<file path="src/common/chess_eval_cfg.svh">
// Widths and latencies shared by the bishop evaluator
// Weight reset values assume an 8-bit unsigned weight
`ifndef CHESS_EVAL_CFG_SVH
`define CHESS_EVAL_CFG_SVH

// Bits per board square
`define CHESS_PIECE_WIDTH 4

// Signed score field width
`define CHESS_EVAL_WIDTH 16

// Unsigned host weight width
`define CHESS_WEIGHT_WIDTH 8

// Cycles from board_valid to one side's score
`define CHESS_BISHOP_LATENCY 7

// Weight values after reset
`define CHESS_PAIR_MG_RST 38
`define CHESS_PAIR_EG_RST 56
`define CHESS_TPAWN_MG_RST 4
`define CHESS_TPAWN_EG_RST 6

`endif

</file>
<file path="src/common/chess_eval_pkg.sv">
// Types for the bishop evaluator
// Black piece codes are the white code with bit 3 set
`include "chess_eval_cfg.svh"
`default_nettype none

package chess_eval_pkg;

   // Square contents
   typedef enum logic [`CHESS_PIECE_WIDTH-1:0] {
      EMPTY        = 4'h0,
      WHITE_PAWN   = 4'h1,
      WHITE_KNIGHT = 4'h2,
      WHITE_BISHOP = 4'h3,
      WHITE_ROOK   = 4'h4,
      WHITE_QUEEN  = 4'h5,
      WHITE_KING   = 4'h6,
      BLACK_PAWN   = 4'h9,
      BLACK_KNIGHT = 4'ha,
      BLACK_BISHOP = 4'hb,
      BLACK_ROOK   = 4'hc,
      BLACK_QUEEN  = 4'hd,
      BLACK_KING   = 4'he
   } piece_e;

   // Index is row * 8 + column
   typedef piece_e [63:0] board_t;

   typedef struct packed {
      logic signed [`CHESS_EVAL_WIDTH-1:0] mg; // Midgame term
      logic signed [`CHESS_EVAL_WIDTH-1:0] eg; // Endgame term
   } score_t;

   typedef struct packed {
      logic [`CHESS_WEIGHT_WIDTH-1:0] pair_mg;
      logic [`CHESS_WEIGHT_WIDTH-1:0] pair_eg;
      logic [`CHESS_WEIGHT_WIDTH-1:0] tpawn_mg; // Per pawn on the bishop's color
      logic [`CHESS_WEIGHT_WIDTH-1:0] tpawn_eg;
   } bishop_weights_t;

   // Host register select
   typedef enum logic [1:0] {
      WADDR_PAIR_MG  = 2'd0,
      WADDR_PAIR_EG  = 2'd1,
      WADDR_TPAWN_MG = 2'd2,
      WADDR_TPAWN_EG = 2'd3
   } weight_addr_e;

endpackage

`default_nettype wire

</file>
<file path="src/bishop_eval/bishop_eval.sv">
// Seven-stage bishop scorer for one color
// Board and weights must stay stable until side_valid
`timescale 1ns/1ps
`include "chess_eval_cfg.svh"
`default_nettype none

module bishop_eval
   import chess_eval_pkg::*;
#(
   parameter bit WHITE_SIDE = 1'b1
) (
   input  logic            clk,
   input  logic            rst_n,
   input  logic            board_valid,
   input  logic            clear_eval,
   input  board_t          board,
   input  bishop_weights_t weights,
   output score_t          score,
   output logic            side_valid
);

   localparam int EW = `CHESS_EVAL_WIDTH;
   localparam piece_e OWN_BISHOP = WHITE_SIDE ? WHITE_BISHOP : BLACK_BISHOP;
   localparam piece_e OWN_PAWN   = WHITE_SIDE ? WHITE_PAWN : BLACK_PAWN;

   logic [63:0]          bish_mask_t1;
   logic [63:0]          pawn_w_mask_t1, pawn_b_mask_t1; // Own pawns by square color
   logic [6:0]           bish_cnt_t2;
   logic [6:0]           pawn_w_cnt_t2, pawn_b_cnt_t2;
   logic [5:0]           lone_sq_t2;
   logic [6:0]           pawn_w_cnt_t3, pawn_b_cnt_t3;
   logic                 lone_white_t3, single_t3;
   logic signed [EW-1:0] pair_mg_t3, pair_eg_t3;
   logic [6:0]           tpawns_t4;
   logic signed [EW-1:0] pair_mg_t4, pair_eg_t4;
   logic signed [EW-1:0] pen_mg_t5, pen_eg_t5;
   logic signed [EW-1:0] pair_mg_t5, pair_eg_t5;
   logic signed [EW-1:0] side_mg_t6, side_eg_t6;

   // Stage 1, square masks
   always_ff @(posedge clk)
   begin
      for (int i = 0; i < 64; i++)
      begin
         bish_mask_t1[i] <= (board[i] == OWN_BISHOP);
         if (((i >> 3) & 1) != (i & 1)) // Light square
         begin
            pawn_w_mask_t1[i] <= (board[i] == OWN_PAWN);
            pawn_b_mask_t1[i] <= 1'b0;
         end
         else
         begin
            pawn_w_mask_t1[i] <= 1'b0;
            pawn_b_mask_t1[i] <= (board[i] == OWN_PAWN);
         end
      end
   end

   // Stage 2, counts land from the popcounts
   popcount bish_cnt_i   (.clk, .rst_n, .bits(bish_mask_t1),   .count(bish_cnt_t2));
   popcount pawn_w_cnt_i (.clk, .rst_n, .bits(pawn_w_mask_t1), .count(pawn_w_cnt_t2));
   popcount pawn_b_cnt_i (.clk, .rst_n, .bits(pawn_b_mask_t1), .count(pawn_b_cnt_t2));

   // Any set square, only meaningful for a single bishop
   always_ff @(posedge clk)
   begin
      for (int i = 0; i < 64; i++)
         if (bish_mask_t1[i])
            lone_sq_t2 <= 6'(i);
   end

   // Stages 3 to 7, bonus and penalty arithmetic
   always_ff @(posedge clk)
   begin
      pair_mg_t3    <= (bish_cnt_t2 >= 7'd2) ? EW'(weights.pair_mg) : '0;
      pair_eg_t3    <= (bish_cnt_t2 >= 7'd2) ? EW'(weights.pair_eg) : '0;
      pawn_w_cnt_t3 <= pawn_w_cnt_t2;
      pawn_b_cnt_t3 <= pawn_b_cnt_t2;
      lone_white_t3 <= lone_sq_t2[3] != lone_sq_t2[0];
      single_t3     <= bish_cnt_t2 == 7'd1;

      if (single_t3)
         tpawns_t4 <= lone_white_t3 ? pawn_w_cnt_t3 : pawn_b_cnt_t3;
      else
         tpawns_t4 <= '0; // No pair or no bishop, no penalty
      pair_mg_t4 <= pair_mg_t3;
      pair_eg_t4 <= pair_eg_t3;

      pen_mg_t5  <= EW'(tpawns_t4 * weights.tpawn_mg); // At most 32 * 255
      pen_eg_t5  <= EW'(tpawns_t4 * weights.tpawn_eg);
      pair_mg_t5 <= pair_mg_t4;
      pair_eg_t5 <= pair_eg_t4;

      side_mg_t6 <= pair_mg_t5 - pen_mg_t5;
      side_eg_t6 <= pair_eg_t5 - pen_eg_t5;

      if (WHITE_SIDE)
      begin
         score.mg <= side_mg_t6;
         score.eg <= side_eg_t6;
      end
      else
      begin
         score.mg <= -side_mg_t6; // Black counts against
         score.eg <= -side_eg_t6;
      end
   end

   latency_sm #(
      .LATENCY(`CHESS_BISHOP_LATENCY)
   ) latency_i (
      .clk,
      .rst_n,
      .board_valid,
      .clear_eval,
      .eval_valid(side_valid)
   );

endmodule

`default_nettype wire

</file>
<file path="src/bishop_eval/bishop_weights.sv">
// Host-writable bishop weights, shared by both colors
// A write is visible to the scorers from the next clock
`timescale 1ns/1ps
`include "chess_eval_cfg.svh"
`default_nettype none

module bishop_weights
   import chess_eval_pkg::*;
(
   input  logic                           clk,
   input  logic                           rst_n,
   input  logic                           cfg_we,
   input  weight_addr_e                   cfg_addr,
   input  logic [`CHESS_WEIGHT_WIDTH-1:0] cfg_wdata,
   output bishop_weights_t                weights
);

   localparam int WW = `CHESS_WEIGHT_WIDTH;

   // Tuned defaults
   localparam bishop_weights_t WEIGHTS_RST = '{
      pair_mg:  WW'(`CHESS_PAIR_MG_RST),
      pair_eg:  WW'(`CHESS_PAIR_EG_RST),
      tpawn_mg: WW'(`CHESS_TPAWN_MG_RST),
      tpawn_eg: WW'(`CHESS_TPAWN_EG_RST)
   };

   always_ff @(posedge clk or negedge rst_n)
   begin
      if (!rst_n)
         weights <= WEIGHTS_RST;
      else if (cfg_we)
      begin
         case (cfg_addr)
            WADDR_PAIR_MG:
               weights.pair_mg <= cfg_wdata;
            WADDR_PAIR_EG:
               weights.pair_eg <= cfg_wdata;
            WADDR_TPAWN_MG:
               weights.tpawn_mg <= cfg_wdata;
            WADDR_TPAWN_EG:
               weights.tpawn_eg <= cfg_wdata;
         endcase
      end
   end

endmodule

`default_nettype wire

</file>
<file path="src/design/bishop_eval_top.sv">
// Bishop evaluation for both colors with a host weight port
// Hold board and weights stable from board_valid until eval_valid
`timescale 1ns/1ps
`include "chess_eval_cfg.svh"
`default_nettype none

module bishop_eval_top
   import chess_eval_pkg::*;
(
   input  logic                           clk,
   input  logic                           rst_n,
   input  logic                           board_valid,
   input  logic                           clear_eval,
   input  logic                           cfg_we,
   input  weight_addr_e                   cfg_addr,
   input  logic [`CHESS_WEIGHT_WIDTH-1:0] cfg_wdata,
   input  board_t                         board,
   output score_t                         eval,
   output logic                           eval_valid
);

   bishop_weights_t weights;
   score_t          white_score, black_score;
   logic            white_valid, black_valid;

   bishop_weights weights_i (
      .clk,
      .rst_n,
      .cfg_we,
      .cfg_addr,
      .cfg_wdata,
      .weights
   );

   bishop_eval #(
      .WHITE_SIDE(1'b1)
   ) white_i (
      .clk,
      .rst_n,
      .board_valid,
      .clear_eval,
      .board,
      .weights,
      .score     (white_score),
      .side_valid(white_valid)
   );

   bishop_eval #(
      .WHITE_SIDE(1'b0)
   ) black_i (
      .clk,
      .rst_n,
      .board_valid,
      .clear_eval,
      .board,
      .weights,
      .score     (black_score),
      .side_valid(black_valid)
   );

   eval_combine combine_i (
      .clk,
      .rst_n,
      .clear_eval,
      .white_score,
      .black_score,
      .white_valid,
      .black_valid,
      .eval,
      .eval_valid
   );

endmodule

`default_nettype wire

</file>
<file path="src/design/eval_combine.sv">
// Adds the white and black bishop scores
// Both sides must share one latency, so their valids agree
`timescale 1ns/1ps
`include "chess_eval_cfg.svh"
`default_nettype none

module eval_combine
   import chess_eval_pkg::*;
(
   input  logic   clk,
   input  logic   rst_n,
   input  logic   clear_eval,
   input  score_t white_score,
   input  score_t black_score,
   input  logic   white_valid,
   input  logic   black_valid,
   output score_t eval,
   output logic   eval_valid
);

   // Black fields already carry their sign
   always_ff @(posedge clk)
   begin
      eval.mg <= white_score.mg + black_score.mg;
      eval.eg <= white_score.eg + black_score.eg;
   end

   always_ff @(posedge clk or negedge rst_n)
   begin
      if (!rst_n)
         eval_valid <= 1'b0;
      else if (clear_eval)
         eval_valid <= 1'b0;
      else
         eval_valid <= white_valid; // One cycle behind the sum inputs
   end

   // The two scorers run in lockstep
   a_sides_agree : assert property (
      @(posedge clk) disable iff (!rst_n)
      white_valid == black_valid
   ) else $error("white_valid and black_valid disagree");

endmodule

`default_nettype wire

</file>
<file path="src/design/latency_sm.sv">
// Valid tracker for a fixed-latency pipeline
// A new board_valid restarts the count and drops eval_valid
`timescale 1ns/1ps
`default_nettype none

module latency_sm #(
   parameter int LATENCY = 7
) (
   input  logic clk,
   input  logic rst_n,
   input  logic board_valid,
   input  logic clear_eval,
   output logic eval_valid
);

   localparam int CNT_W = $clog2(LATENCY + 1);

   logic [CNT_W-1:0] cnt; // Cycles left, zero when idle

   always_ff @(posedge clk or negedge rst_n)
   begin
      if (!rst_n)
      begin
         cnt        <= '0;
         eval_valid <= 1'b0;
      end
      else if (board_valid)
      begin
         cnt        <= CNT_W'(LATENCY);
         eval_valid <= 1'b0; // Restart drops any old result
      end
      else
      begin
         if (cnt != '0)
            cnt <= cnt - 1'b1;
         if (clear_eval)
            eval_valid <= 1'b0;
         else if (cnt == CNT_W'(1))
            eval_valid <= 1'b1; // Last stage just loaded
      end
   end

   // Valid only once the full latency has elapsed
   a_no_early_valid : assert property (
      @(posedge clk) disable iff (!rst_n)
      $rose(eval_valid) |-> $past(board_valid, LATENCY + 1)
   ) else $error("eval_valid rose before the full latency after board_valid");

endmodule

`default_nettype wire

</file>
<file path="src/design/popcount.sv">
// Population count of a 64-bit mask
// Result follows the input by one clock
`timescale 1ns/1ps
`default_nettype none

module popcount (
   input  logic        clk,
   input  logic        rst_n,
   input  logic [63:0] bits,
   output logic [6:0]  count
);

   logic [3:0] byte_cnt [8]; // Per byte, 0 to 8
   logic [4:0] half_cnt [4];
   logic [5:0] quad_cnt [2];
   logic [6:0] sum;

   always_comb
   begin
      for (int b = 0; b < 8; b++)
      begin
         byte_cnt[b] = '0;
         for (int k = 0; k < 8; k++)
            byte_cnt[b] = byte_cnt[b] + 4'(bits[b * 8 + k]);
      end
      for (int h = 0; h < 4; h++)
         half_cnt[h] = 5'(byte_cnt[2 * h]) + 5'(byte_cnt[2 * h + 1]);
      for (int q = 0; q < 2; q++)
         quad_cnt[q] = 6'(half_cnt[2 * q]) + 6'(half_cnt[2 * q + 1]);
      sum = 7'(quad_cnt[0]) + 7'(quad_cnt[1]);
   end

   always_ff @(posedge clk or negedge rst_n)
   begin
      if (!rst_n)
         count <= '0;
      else
         count <= sum;
   end

endmodule

`default_nettype wire

</file>
<file path="config.mk">
export PLATFORM = sky130hd
export DESIGN_NAME = bishop_eval_top
export DESIGN_NICKNAME = d
export VERILOG_FILES = /design/src/common/chess_eval_pkg.sv /design/src/bishop_eval/bishop_eval.sv /design/src/bishop_eval/bishop_weights.sv /design/src/design/bishop_eval_top.sv /design/src/design/eval_combine.sv /design/src/design/latency_sm.sv /design/src/design/popcount.sv
export VERILOG_INCLUDE_DIRS = /design/src /design/src/common
export SDC_FILE = /design/constraint.sdc
export NUM_CORES = 2
export LEC_CHECK = 0
export ABC_AREA = 1
export BUFFER_PORTS_ARGS = -buffer_cell sky130_fd_sc_hd__buf_4
export CAP_MARGIN = 40
export CORE_MARGIN = 2
export CORE_UTILIZATION = 55
export DETAILED_ROUTE_END_ITERATION = 12
export GPL_TIMING_DRIVEN = 0
export PLACE_DENSITY = 0.74
export SETUP_SLACK_MARGIN = 0.1
export SLEW_MARGIN = 20
export SYNTH_ARGS = -nofsm -noshare
export SYNTH_HDL_FRONTEND = slang
export SYNTH_SLANG_ARGS = --single-unit
</file>
<file path="constraint.sdc">
create_clock -name clk -period 7.25 [get_ports clk]
set_input_delay 0.725 -clock clk [delete_from_list [all_inputs] [get_ports clk]]
set_output_delay 0.725 -clock clk [all_outputs]
set_load 0.02 [all_outputs]
</file>
==> results.py <==
metrics = {
    "min_path": {
        "hold_class": "in2reg",
        "whs_path_depth": 2,
        "hold_end": "white_i.pawn_w_mask_t1[46]",
        "worstHoldStart": "board[185]",
    },
    "global_route": {
        "antenna_found_initial": 0,
        "grt_pass1_wl_um": 122900,
        "grt_pass1_vias": 24370,
        "grt_start_max_net_pins": 58,
        "track_usage_pct": 24.28,
        "grt_busiest_layer": "met2",
        "grt_overflow": 0,
        "grt_use_met2_pct": 45.29,
        "grtUsageMet3_pct": 3.641,
        "met1_usage_pct": 26.68,
    },
    "synth": {
        "synth_top_area_share_pct": 35.48,
        "ys.flop_type": "dfxtp_1",
        "async_flop_share_pct": 10.85,
        "yosys-top-cells-area": "dfxtp_1 (35%), fa_1 (17%), inv_1 (10%)",
        "yosysSeqAreaShare_pct": 40.91,
        "syn_inst": 3622,
        "synth_nets": 4474,
        "syn-mean-instance-area_um2": 9.597,
        "synth_area_leader_cell": "dfxtp_1",
        "synthesis.area_um2": 34760,
        "ys_seq_elements": 691,
        "synth_cell_types": 40,
        "ys_warn_count": 0,
        "synth_edf_count": 0,
    },
    "route": {
        "via_per_inst": 4.879,
        "first_pass_iters": 7,
        "drt_first_iter_violations": 1238,
        "wl_per_cell_um": 15.94,
        "wl_um": 78210,
        "num_vias": 23940,
        "remaining_drc_errors": 0,
        "ant_nets": 0,
    },
    "floorplanning": {
        "ios": 304,
        "start_util_pct": 55.41,
        "die_y_um": 255.4,
        "core_area_um2": 62740,
        "dieArea_um2": 65230,
        "die_x_um": 255.4,
        "num_rows": 92,
    },
    "setup_path": {
        "r2r_start": "white_i.bish_mask_t1[35]",
        "crit_path_max_fanout": 3,
        "r2r_cells": 20,
        "worstPathArrival_ns": 6.50,
        "critPathKind": "reg2reg",
        "end_kind": "register",
        "reg2reg_setup_slack_ns": 1.28,
        "start_kind": "register",
        "crit_required_ns": 7.78,
        "worstReg2RegEnd": "white_i.bish_cnt_i.count[6]",
    },
    "clock_network": {
        "cts_buffer_depth": 3,
        "clk_pin_slew_ns": 0.06,
        "cts_root_buffer": "clkbuf_16",
        "cts_tree": "done",
        "clkLatencyLatePin_ns": 0.63,
        "cts_buffers": 70,
        "cts_sinks": 691,
        "htreeDepth": 3,
        "post_cts_resized": 0,
    },
    "final_layout": {
        "ff_latch_area_um2": 14220,
        "multi_input_area_um2": 16750,
        "fin_nets": 4857,
        "drive_above_1_share_pct": 11.45,
        "nFillCells": 5083,
        "antenna_cells": 0,
        "area_delta_synth_final_pct": 16.75,
    },
    "pwr": {
        "power.density_nw_per_um2": 324.1,
        "p_leak_nw": 21.35,
        "power_mw": 13.15,
        "irDropWorstVdd_mv": 0.1867,
    },
    "timing": {
        "rsz0062_at_grt": "no",
        "setup_viol": 0,
        "drv_slew": 0,
        "setup_tns_ns": 0,
        "clock_skew_ns": 0.02823,
        "max_freq_ghz": 0.1676,
        "fin_crit_ns": 5.966,
        "relSlewSlack_pct": 41.85,
        "tightest_slew_ns": 0.8642,
        "hold_viol": 0,
        "period_share_pct": 82.29,
    },
    "run_status": {
        "outcome": "finished clean",
    },
    "placed_design": {
        "place_hpwl_um": 64730,
        "routabilityCongestion": 0.9124,
        "io_buffers": 303,
    },
    "run": {
        "max_cap_violations": 0,
    },
}
-- critical path: stages (launching register included) --
cell      delay [ns]
dfxtp_1         0.36
inv_1           0.10
fa_1            0.54
inv_1           0.06
fa_1            0.48
fa_1            0.54
inv_1           0.06
fa_1            0.48
inv_1           0.05
fa_1            0.48
fa_1            0.50
inv_1           0.05
fa_1            0.50
fa_1            0.41
inv_1           0.07
ha_1            0.13
inv_1           0.06
fa_1            0.46
o21ai_0         0.30
a21oi_1         0.11
o21bai_1        0.13
-- layer usage --
metal	up-vias	part of all wire, %	wire length, µm
li1	11940	-	-
met1	11240	38	29960
met2	580	52	40850
met3	180	4.2	3306
met4	0	5.2	4090
met5	-	0	0
-- per-stage QoR --
stage / hold slack, ns / cells / setup slack, ns / instance area, µm² / util, %
after global placement: 0.3097 / 4771 / 1.389 / 38090 / 60.72
final: 0.2617 / 4907 / 1.284 / 40580 / 64.69
after detailed placement: 0.3121 / 4778 / 1.311 / 38190 / 60.87
after CTS: 0.2315 / 4907 / 1.272 / 40580 / 64.69
after floorplan: 0.3096 / 3622 / 1.703 / 34760 / -
after global routing: 0.2435 / 4907 / 0.9742 / 40580 / 64.69
-- layout by cell type (no fill, tap or decap), types with 10 or more instances in the layout --
cell type	count
nand4_1	11
a21oi_1	111
o21ai_1	15
nand3_1	35
dfrtp_1	66
inv_1	957
clkinv_2	17
nor4_1	269
nor2_1	143
xor2_1	130
dfxtp_1	616
xnor2_1	43
o21ai_0	66
clkbuf_8	12
ha_1	279
a211oi_1	10
clkbuf_16	73
buf_4	303
fa_1	302
nand2_1	414
nor3_1	26
o21bai_1	12
clkbuf_1	49
-- cell families after synthesis --
group                    Yosys count  share of synthesized area (%)
AO/OA/AOI/OAI                    247                          4.013
XOR/XNOR                         173                          4.359
adder cells (fa/ha/maj)          581                          27.44
buffers and inverters           1009                          10.90
flip-flops                       691                          40.91
AND/OR/NAND/NOR                  921                          12.39
-- sequential cells by signal (all words and copies together), names as in the netlist, 15 cells and up --
signal and cells:
black_i.side_mg_t6 16, white_i.pen_mg_t5 15, black_i.pawn_w_mask_t1 32, weights_i.weights 32
white_i.score 32, black_i.bish_mask_t1 64, white_i.side_mg_t6 16, combine_i.eval 32
white_i.bish_mask_t1 64, black_i.pawn_b_mask_t1 32, black_i.score 32, black_i.pen_eg_t5 15
white_i.pawn_b_mask_t1 32, black_i.side_eg_t6 16, white_i.pawn_w_mask_t1 32, white_i.pen_eg_t5 15
white_i.side_eg_t6 16, black_i.pen_mg_t5 15
-- power by group --
| part | internal, mW | leakage (nW) | total [mW] | switching (mW) |
|---|---|---|---|---|
| sequential | 4.79 | 6.02 | 5.18 | 0.389 |
| combinational | 1.82 | 14.1 | 4.31 | 2.49 |
| clock | 2.13 | 1.18 | 3.67 | 1.53 |
-- cell type report --
type,count,area share (%)
tap,846,2.608
inverter,963,8.907
multi-input combinational,1922,41.28
clock inverter,34,0.8879
timing repair buffer,311,5.858
sequential,691,35.04
buffer,46,0.4255
clock buffer,94,4.992
-- Yosys cell counts, types with 7 or more instances --
cell and n:
dfrtp_1 66, nand3b_1 7, nor3_1 26, clkbuf_1 40, ha_1 279, xnor2_1 43
dfxtp_1 616, nand2_1 414, a21oi_2 9, dfstp_2 9, inv_1 957, fa_1 302
a21oi_1 111, xor2_1 130, o21ai_0 66, nand4_1 11, nand3_1 35, nor2_1 143
o21bai_1 12, o21ai_1 15, a211oi_1 10, nor4_1 269
-- timing repair --
action / in CTS / in global routing
hold buffers: 1 / 0
hold endpoints to repair: 18 / 0
setup buffers: 0 / 0
-- worst max path at each step --
stage,to,start,slack (ns),depth (start not counted)
finish,white_i.bish_cnt_i.count[6],white_i.bish_mask_t1[35],1.28,20
global route,white_i.bish_cnt_i.count[5],white_i.bish_mask_t1[35],0.97,22
floorplan,white_i.bish_cnt_i.count[6],white_i.bish_mask_t1[59],1.70,20
global placement,white_i.bish_cnt_i.count[6],white_i.bish_mask_t1[35],1.39,20
detailed placement,white_i.bish_cnt_i.count[6],white_i.bish_mask_t1[35],1.31,20
CTS,white_i.bish_cnt_i.count[5],white_i.bish_mask_t1[35],1.27,22
No activity file was read; power rests on OpenSTA's default activity.
